### src/design/sysctl_pkg.sv
`default_nettype none

package sysctl_pkg;

	// CSR bus word types
	typedef logic [13:0] csr_addr_t;
	typedef logic [31:0] csr_data_t;
	typedef logic [3:0]  csr_bank_t;
	typedef logic [3:0]  csr_reg_t;

	// Bank number sits in the top four address bits
	localparam int CSR_BANK_LSB = 10;

	// System control bank offsets
	localparam csr_reg_t REG_GPIO_IN     = 4'd0;
	localparam csr_reg_t REG_GPIO_OUT    = 4'd1;
	localparam csr_reg_t REG_GPIO_IRQEN  = 4'd2;
	localparam csr_reg_t REG_T0_CTRL     = 4'd4;
	localparam csr_reg_t REG_T0_COMPARE  = 4'd5;
	localparam csr_reg_t REG_T0_COUNTER  = 4'd6;
	localparam csr_reg_t REG_T1_CTRL     = 4'd8;
	localparam csr_reg_t REG_T1_COMPARE  = 4'd9;
	localparam csr_reg_t REG_T1_COUNTER  = 4'd10;
	localparam csr_reg_t REG_SYSTEMID    = 4'd15;

	// Interrupt controller bank offsets
	localparam csr_reg_t REG_IRQ_PENDING = 4'd0;
	localparam csr_reg_t REG_IRQ_MASK    = 4'd1;

	// Timer control word bits
	// Trigger flag is read-only
	localparam int TCTRL_TRIG = 0;
	localparam int TCTRL_AR   = 1;
	localparam int TCTRL_EN   = 2;

	// Interrupt source indices
	localparam int IRQ_GPIO   = 0;
	localparam int IRQ_TIMER0 = 1;
	localparam int IRQ_TIMER1 = 2;
	localparam int NIRQ       = 3;

endpackage

`default_nettype wire

### src/design/gpio_sampler.sv
`timescale 1ns/1ps
`default_nettype none

module gpio_sampler #(
	parameter int ninputs = 16
) (
	input  wire               sys_clk,
	input  wire               sys_rst,

	// Raw pins, asynchronous to sys_clk
	input  wire [ninputs-1:0] gpio_inputs,
	// Per-pin change interrupt enable
	input  wire [ninputs-1:0] irq_en,

	// Synchronized pin state
	output logic [ninputs-1:0] gpio_in,
	output logic               gpio_irq
);

	// First synchronizer stage
	logic [ninputs-1:0] gpio_meta;
	// Sample from the previous cycle
	logic [ninputs-1:0] gpio_prev;
	// Pins whose level moved
	logic [ninputs-1:0] gpio_diff;

	// Two-flop synchronizer
	always_ff @(posedge sys_clk) begin
		gpio_meta <= gpio_inputs;
		gpio_in   <= gpio_meta;
	end

	// Previous sample for edge detection
	always_ff @(posedge sys_clk) begin
		gpio_prev <= gpio_in;
	end

	// Any edge, either polarity
	assign gpio_diff = gpio_in ^ gpio_prev;

	// One-cycle pulse when an enabled pin changed
	always_ff @(posedge sys_clk) begin
		if (sys_rst) begin
			gpio_irq <= 1'b0;
		end else begin
			gpio_irq <= |(gpio_diff & irq_en);
		end
	end

endmodule

`default_nettype wire

### src/design/sysctl_timer.sv
`timescale 1ns/1ps
`default_nettype none

module sysctl_timer
	import sysctl_pkg::*;
(
	input  wire       sys_clk,
	input  wire       sys_rst,

	// Register write strobes from the bank decode
	input  wire       wr_ctrl,
	input  wire       wr_compare,
	input  wire       wr_counter,
	input  csr_data_t wr_data,

	// Status for read-back
	output logic      en,
	output logic      ar,
	output logic      trig,
	output csr_data_t compare,
	output csr_data_t counter,

	// Single-cycle interrupt pulse on match
	output logic      irq
);

	logic match;

	assign match = (counter == compare);

	always_ff @(posedge sys_clk) begin
		if (sys_rst) begin
			en      <= 1'b0;
			ar      <= 1'b0;
			trig    <= 1'b0;
			irq     <= 1'b0;
			counter <= '0;
			// Far-away compare so a bare enable runs a long time
			compare <= '1;
		end else begin
			irq <= 1'b0;

			// Count up toward compare
			if (en && !match) begin
				counter <= counter + csr_data_t'(1);
			end

			// Match while running
			if (en && match) begin
				trig <= 1'b1;
				irq  <= 1'b1;
				if (ar) begin
					// Restart at 1 so the period is compare cycles
					counter <= csr_data_t'(1);
				end else begin
					// One-shot stops and holds counter
					en <= 1'b0;
				end
			end

			if (wr_compare) begin
				compare <= wr_data;
			end

			// Bus write beats counting
			if (wr_counter) begin
				counter <= wr_data;
			end

			// Control write also acknowledges trig
			if (wr_ctrl) begin
				trig <= 1'b0;
				ar   <= wr_data[TCTRL_AR];
				en   <= wr_data[TCTRL_EN];
			end
		end
	end

endmodule

`default_nettype wire

### src/design/sysctl.sv
`timescale 1ns/1ps
`default_nettype none

module sysctl
	import sysctl_pkg::*;
#(
	parameter int        ninputs  = 16,
	parameter int        noutputs = 16,
	parameter csr_data_t systemid = 32'h5c7a_0001,
	parameter csr_bank_t csr_bank = 4'd0
) (
	input  wire                 sys_clk,
	input  wire                 sys_rst,

	// CSR bus
	input  csr_addr_t           csr_a,
	input  wire                 csr_we,
	input  csr_data_t           csr_di,
	output csr_data_t           csr_do,

	// GPIO pins
	input  wire [ninputs-1:0]   gpio_inputs,
	output logic [noutputs-1:0] gpio_outputs,

	// Interrupt pulses
	output logic                gpio_irq,
	output logic                timer0_irq,
	output logic                timer1_irq
);

	// Bank and register decode
	logic      csr_selected;
	logic      csr_wr;
	csr_reg_t  csr_reg;

	// GPIO state
	logic [ninputs-1:0] gpio_in;
	logic [ninputs-1:0] gpio_irqen;

	// Timer strobes and status
	logic      t0_wr_ctrl;
	logic      t0_wr_compare;
	logic      t0_wr_counter;
	logic      t0_en;
	logic      t0_ar;
	logic      t0_trig;
	csr_data_t t0_compare;
	csr_data_t t0_counter;
	logic      t1_wr_ctrl;
	logic      t1_wr_compare;
	logic      t1_wr_counter;
	logic      t1_en;
	logic      t1_ar;
	logic      t1_trig;
	csr_data_t t1_compare;
	csr_data_t t1_counter;

	// Timer control word as seen on the bus
	function automatic csr_data_t pack_ctrl(input logic en, input logic ar, input logic trig);
		csr_data_t word;
		word             = '0;
		word[TCTRL_EN]   = en;
		word[TCTRL_AR]   = ar;
		word[TCTRL_TRIG] = trig;
		return word;
	endfunction

	assign csr_selected = (csr_a[CSR_BANK_LSB +: $bits(csr_bank_t)] == csr_bank);
	assign csr_reg      = csr_a[$bits(csr_reg_t)-1:0];
	assign csr_wr       = csr_selected && csr_we;

	// Timer write strobes, one per register
	assign t0_wr_ctrl    = csr_wr && (csr_reg == REG_T0_CTRL);
	assign t0_wr_compare = csr_wr && (csr_reg == REG_T0_COMPARE);
	assign t0_wr_counter = csr_wr && (csr_reg == REG_T0_COUNTER);
	assign t1_wr_ctrl    = csr_wr && (csr_reg == REG_T1_CTRL);
	assign t1_wr_compare = csr_wr && (csr_reg == REG_T1_COMPARE);
	assign t1_wr_counter = csr_wr && (csr_reg == REG_T1_COUNTER);

	gpio_sampler #(
		.ninputs(ninputs)
	) u_gpio_sampler (
		.sys_clk    (sys_clk),
		.sys_rst    (sys_rst),
		.gpio_inputs(gpio_inputs),
		.irq_en     (gpio_irqen),
		.gpio_in    (gpio_in),
		.gpio_irq   (gpio_irq)
	);

	sysctl_timer u_timer0 (
		.sys_clk   (sys_clk),
		.sys_rst   (sys_rst),
		.wr_ctrl   (t0_wr_ctrl),
		.wr_compare(t0_wr_compare),
		.wr_counter(t0_wr_counter),
		.wr_data   (csr_di),
		.en        (t0_en),
		.ar        (t0_ar),
		.trig      (t0_trig),
		.compare   (t0_compare),
		.counter   (t0_counter),
		.irq       (timer0_irq)
	);

	sysctl_timer u_timer1 (
		.sys_clk   (sys_clk),
		.sys_rst   (sys_rst),
		.wr_ctrl   (t1_wr_ctrl),
		.wr_compare(t1_wr_compare),
		.wr_counter(t1_wr_counter),
		.wr_data   (csr_di),
		.en        (t1_en),
		.ar        (t1_ar),
		.trig      (t1_trig),
		.compare   (t1_compare),
		.counter   (t1_counter),
		.irq       (timer1_irq)
	);

	// GPIO registers, GPIO_IN is read-only
	always_ff @(posedge sys_clk) begin
		if (sys_rst) begin
			gpio_outputs <= '0;
			gpio_irqen   <= '0;
		end else if (csr_wr) begin
			if (csr_reg == REG_GPIO_OUT) begin
				gpio_outputs <= csr_di[noutputs-1:0];
			end
			if (csr_reg == REG_GPIO_IRQEN) begin
				gpio_irqen <= csr_di[ninputs-1:0];
			end
		end
	end

	// Registered read data, zero when another bank is addressed
	always_ff @(posedge sys_clk) begin
		if (sys_rst) begin
			csr_do <= '0;
		end else begin
			csr_do <= '0;
			if (csr_selected) begin
				case (csr_reg)
					REG_GPIO_IN:    csr_do <= csr_data_t'(gpio_in);
					REG_GPIO_OUT:   csr_do <= csr_data_t'(gpio_outputs);
					REG_GPIO_IRQEN: csr_do <= csr_data_t'(gpio_irqen);
					REG_T0_CTRL:    csr_do <= pack_ctrl(t0_en, t0_ar, t0_trig);
					REG_T0_COMPARE: csr_do <= t0_compare;
					REG_T0_COUNTER: csr_do <= t0_counter;
					REG_T1_CTRL:    csr_do <= pack_ctrl(t1_en, t1_ar, t1_trig);
					REG_T1_COMPARE: csr_do <= t1_compare;
					REG_T1_COUNTER: csr_do <= t1_counter;
					REG_SYSTEMID:   csr_do <= systemid;
					// Holes read zero
					default:        csr_do <= '0;
				endcase
			end
		end
	end

endmodule

`default_nettype wire

### src/design/irq_ctrl.sv
`timescale 1ns/1ps
`default_nettype none

module irq_ctrl
	import sysctl_pkg::*;
#(
	parameter int        nirq     = NIRQ,
	parameter csr_bank_t csr_bank = 4'd1
) (
	input  wire            sys_clk,
	input  wire            sys_rst,

	// CSR bus
	input  csr_addr_t      csr_a,
	input  wire            csr_we,
	input  csr_data_t      csr_di,
	output csr_data_t      csr_do,

	// One pulse per event
	input  wire [nirq-1:0] irq_sources,
	output logic           cpu_irq
);

	logic            csr_selected;
	csr_reg_t        csr_reg;
	logic [nirq-1:0] pending;
	logic [nirq-1:0] mask;
	// Write-one-to-clear bits for this cycle
	logic [nirq-1:0] ack;

	assign csr_selected = (csr_a[CSR_BANK_LSB +: $bits(csr_bank_t)] == csr_bank);
	assign csr_reg      = csr_a[$bits(csr_reg_t)-1:0];

	assign ack = (csr_selected && csr_we && (csr_reg == REG_IRQ_PENDING))
		? csr_di[nirq-1:0] : '0;

	// Pending latch, a new pulse wins over a clear
	always_ff @(posedge sys_clk) begin
		if (sys_rst) begin
			pending <= '0;
		end else begin
			pending <= (pending & ~ack) | irq_sources;
		end
	end

	// Mask register
	always_ff @(posedge sys_clk) begin
		if (sys_rst) begin
			mask <= '0;
		end else if (csr_selected && csr_we && (csr_reg == REG_IRQ_MASK)) begin
			mask <= csr_di[nirq-1:0];
		end
	end

	// Level to the CPU, one register after pending
	always_ff @(posedge sys_clk) begin
		if (sys_rst) begin
			cpu_irq <= 1'b0;
		end else begin
			cpu_irq <= |(pending & mask);
		end
	end

	// Read data
	always_ff @(posedge sys_clk) begin
		if (sys_rst) begin
			csr_do <= '0;
		end else begin
			csr_do <= '0;
			if (csr_selected) begin
				case (csr_reg)
					REG_IRQ_PENDING: csr_do <= csr_data_t'(pending);
					REG_IRQ_MASK:    csr_do <= csr_data_t'(mask);
					default:         csr_do <= '0;
				endcase
			end
		end
	end

endmodule

`default_nettype wire

### src/design/sysctl_top.sv
`timescale 1ns/1ps
`default_nettype none

module sysctl_top
	import sysctl_pkg::*;
#(
	parameter int        ninputs     = 16,
	parameter int        noutputs    = 16,
	parameter csr_data_t systemid    = 32'h5c7a_0001,
	parameter csr_bank_t sysctl_bank = 4'd0,
	parameter csr_bank_t irq_bank    = 4'd1
) (
	input  wire                 sys_clk,
	input  wire                 sys_rst,

	// Shared CSR bus
	input  csr_addr_t           csr_a,
	input  wire                 csr_we,
	input  csr_data_t           csr_di,
	output csr_data_t           csr_do,

	input  wire [ninputs-1:0]   gpio_inputs,
	output logic [noutputs-1:0] gpio_outputs,

	output logic                cpu_irq
);

	// Per-bank read data
	csr_data_t       sysctl_do;
	csr_data_t       irq_do;

	// Interrupt pulses from the system control bank
	logic            gpio_irq;
	logic            timer0_irq;
	logic            timer1_irq;
	logic [NIRQ-1:0] irq_sources;

	// Source order follows the IRQ index constants
	assign irq_sources[IRQ_GPIO]   = gpio_irq;
	assign irq_sources[IRQ_TIMER0] = timer0_irq;
	assign irq_sources[IRQ_TIMER1] = timer1_irq;

	// Unselected banks drive zero
	assign csr_do = sysctl_do | irq_do;

	sysctl #(
		.ninputs (ninputs),
		.noutputs(noutputs),
		.systemid(systemid),
		.csr_bank(sysctl_bank)
	) u_sysctl (
		.sys_clk     (sys_clk),
		.sys_rst     (sys_rst),
		.csr_a       (csr_a),
		.csr_we      (csr_we),
		.csr_di      (csr_di),
		.csr_do      (sysctl_do),
		.gpio_inputs (gpio_inputs),
		.gpio_outputs(gpio_outputs),
		.gpio_irq    (gpio_irq),
		.timer0_irq  (timer0_irq),
		.timer1_irq  (timer1_irq)
	);

	irq_ctrl #(
		.nirq    (NIRQ),
		.csr_bank(irq_bank)
	) u_irq_ctrl (
		.sys_clk    (sys_clk),
		.sys_rst    (sys_rst),
		.csr_a      (csr_a),
		.csr_we     (csr_we),
		.csr_di     (csr_di),
		.csr_do     (irq_do),
		.irq_sources(irq_sources),
		.cpu_irq    (cpu_irq)
	);

endmodule

`default_nettype wire

### config.mk
export PLATFORM = sky130hd
export DESIGN_NAME = sysctl_top
export DESIGN_NICKNAME = d
export VERILOG_FILES = /design/src/design/sysctl_pkg.sv /design/src/design/gpio_sampler.sv /design/src/design/sysctl_timer.sv /design/src/design/sysctl.sv /design/src/design/irq_ctrl.sv /design/src/design/sysctl_top.sv
export SDC_FILE = /design/constraint.sdc
export NUM_CORES = 1
export LEC_CHECK = 0
export BUFFER_PORTS_ARGS = -buffer_cell sky130_fd_sc_hd__buf_4
export CORE_MARGIN = 4
export CORE_UTILIZATION = 28
export DETAILED_ROUTE_END_ITERATION = 16
export PLACE_DENSITY = 0.52
export SLEW_MARGIN = 20
export SYNTH_ARGS = -nofsm -noshare
export SYNTH_HDL_FRONTEND = slang
export SYNTH_SLANG_ARGS = --single-unit
### constraint.sdc
create_clock -name sys_clk -period 3.34 [get_ports sys_clk]
set_input_delay 0.334 -clock sys_clk [delete_from_list [all_inputs] [get_ports sys_clk]]
set_output_delay 0.334 -clock sys_clk [all_outputs]
set_load 0.1 [all_outputs]
==> results.py <==
metrics = {
    "layout": {
        "n_antenna_cell": 0,
        "layout_commonest_cell": "dfxtp_1",
        "final_nets": 1486,
        "seq_area_mm2": 0.00518,
        "drive_gt1_share_pct": 17.6,
        "final_cell_mix": "259 x dfxtp_1, 155 x buf_4, 146 x nand2_1",
        "fillers": 4498,
        "multi_input_area_mm2": 0.00616,
        "syn2layout_area_growth_pct": 19.7,
        "finish.utilization_pct": 34.2,
    },
    "cts": {
        "clkSlewWorstSetupHoldPaths_ns": 0.06,
        "post_cts_resized": 0,
        "post_cts_buffers": 0,
        "cts_made_buffers": 28,
        "cts_root_buf": "clkbuf_16",
        "ctsHtreeMaxLevel": 1,
        "ctsHoldBuffers": 16,
        "cts_tree": "done",
        "cts_max_path_buffers": 3,
        "clock_sinks": 259,
        "clock_latency_ns": 0.58,
    },
    "power_and_ir_drop": {
        "power_leakage_nw": 4.84,
        "p_per_area_mw_per_mm2": 494,
        "worst_ir_drop_vdd_uv": 354,
        "total_power_w": 0.00716,
    },
    "route": {
        "first_pass_iters": 5,
        "drc_errors": 0,
        "final_antenna_net_count": 0,
        "post_drt_wl_per_cell_um": 21.9,
        "detailroute.via_count": 10800,
        "wirelength_um": 44100,
        "drt_iter0_markers": 1195,
        "viasPerCell": 5.35,
    },
    "global_routing": {
        "grt_pass1_wl_um": 65700,
        "grtUsageTotal_pct": 18.1,
        "grt_pass1_vias": 10100,
        "grt_start_max_net_pins": 65,
        "grt_overflow": 0,
        "antenna_found_initial": 0,
    },
    "floorplan": {
        "die_h_um": 216,
        "start_util_pct": 28.6,
        "dieArea_mm2": 0.0467,
        "core-area_mm2": 0.0424,
        "io_pins": 114,
        "num_rows": 75,
        "die_width_um": 216,
    },
    "flow_run": {
        "maxCapViolations": 0,
    },
    "sta": {
        "rsz0062_at_grt": "false",
        "setup_violations": 0,
        "whs_ns": 0.0251,
        "finalSetupTns_ns": 0,
        "slew_headroom_pct": 40.2,
        "clock_skew_ns": 0.0207,
        "min_period_ns": 2.70,
        "finalHoldViolCount": 0,
        "drv_slew": 0,
        "worstMarginPinSlew_ns": 0.896,
        "max_clock_freq_ghz": 0.370,
        "period_share_pct": 80.9,
    },
    "yosys": {
        "netlist_instances": 1360,
        "synth_edf_count": 0,
        "synth_top_area_cell": "dfxtp_1",
        "synth-async-reset-ratio_pct": 0,
        "ys.flop_type": "dfxtp_1",
        "syn_area_per_cell_um2": 8.91,
        "synthesis.nets": 1427,
        "seq_area_frac_synth_pct": 42.8,
        "synth.area.top_cells": "dfxtp_1 43%, xor2_1 6.0%, a211o_1 5.1%",
        "yosys_warnings": 0,
        "yosysTopAreaCellShare_pct": 42.8,
        "synth_area_mm2": 0.0121,
        "ys_ff_latch": 259,
        "synth.distinct_cells": 73,
    },
    "placement": {
        "place_congestion": 0.874,
        "portBuffers": 107,
        "hpwl_um": 31600,
    },
    "critical_path": {
        "crit_path_start": "u_sysctl.u_timer1.counter[9]",
        "arrival_ns": 3.19,
        "cp_max_fo": 21,
        "r2r_start": "u_sysctl.u_timer1.counter[9]",
        "worst-setup-path-type": "reg2reg",
        "worstPathRequired_ns": 3.82,
        "start_kind": "flip-flop",
        "critPathCaptureType": "flip-flop",
    },
    "run_status": {
        "status": "complete, no violations",
    },
    "worst_hold_path": {
        "min-delay-start": "csr_di[20]",
        "min_path_type": "in2reg",
    },
}
cell usage after synthesis, drive strengths merged, types with 4 or more instances:
cell type,number
o32ai,6
o221a,5
or2,4
nand2,149
nor3b,6
a211o,70
nand2b,10
a22oi,74
inv,15
o21ai,48
nor4,41
xnor2,24
nand3,29
a21oi,67
o31ai,5
a211oi,6
a31o,6
buf,77
nand4,23
clkbuf,67
nor2,63
mux2i,10
o21a,8
dfxtp,259
o22a,4
and3,18
xor2,83
a31oi,26
nor2b,65
or4,4
a222oi,16
nor3,31
flip-flops by register name, summed over array words and instances, names as in the netlist, 3 cells and up:
signal                             cells
u_sysctl.csr_do                       32
u_sysctl.gpio_irqen                   16
u_sysctl.u_timer0.compare             32
u_sysctl.u_gpio_sampler.gpio_in       16
u_sysctl.u_gpio_sampler.gpio_prev     16
u_sysctl.u_timer0.counter             32
u_sysctl.gpio_outputs                 16
u_sysctl.u_timer1.compare             32
u_irq_ctrl.mask                        3
u_sysctl.u_timer1.counter             32
u_irq_ctrl.csr_do                      3
u_irq_ctrl.pending                     3
u_sysctl.u_gpio_sampler.gpio_meta     16
kinds of logic after synthesis:
| kind of cell | synth area share, % |
|---|---|
| muxes | 0.919 |
| and+or+nand+nor | 20.2 |
| xor gates and xnor gates | 7.73 |
| DFF | 42.8 |
| AOI/OAI and AO/OA | 21.5 |
| buffers and inverters | 6.66 |
| adders and majority gates | 0.206 |
cell type report:
cell class	instances	area share, %
multi-input combinational	942	42.4
tap	577	4.98
clock buffer	37	5.41
sequential	259	35.7
clock inverter	15	1.64
inverter	15	0.388
timing repair buffer	173	9.40
per-stage QoR:
stage | std cells | setup WS (ns) | cell area, µm²
floorplan | 1360 | 1.31 | 12100
global placement | 1950 | 0.691 | 13300
detailed placement | 1950 | 0.676 | 13300
CTS | 2018 | 0.652 | 14500
global route | 2018 | 0.466 | 14500
finish | 2018 | 0.639 | 14500
per-layer routing:
metal	share of wire [%]	GRT usage (%)
met2	43	27.8
met4	2.1	3.65
met3	7.6	2.96
met1	47	26.9
met5	0	0
worst max-delay path, stage by stage (launching register included):
cell,delay (ns)
dfxtp_1,0.52
xor2_1,0.14
nor4_1,0.52
nand4_1,0.33
nor2_2,0.32
buf_4,0.34
nor4_1,0.13
xnor2_1,0.13
o21ai_0,0.17
worst paths after layout:
| check | end | slack, ns | cells past startpoint |
|---|---|---|---|
| min reg2reg | u_sysctl.u_gpio_sampler.gpio_in[11] | 0.33 | 0 |
| max reg2reg | u_sysctl.u_timer1.counter[23] | 0.64 | 8 |
| min | u_sysctl.u_timer0.counter[20] | 0.03 | 3 |
| max | u_sysctl.u_timer1.counter[23] | 0.64 | 8 |
where the power goes:
part | switching, W | internal (W) | total, W
sequential | 0.0000969 | 0.00316 | 0.00326
combinational | 0.000296 | 0.000200 | 0.000497
clock | 0.00136 | 0.00205 | 0.00340
No activity file was read; power rests on OpenSTA's default activity.
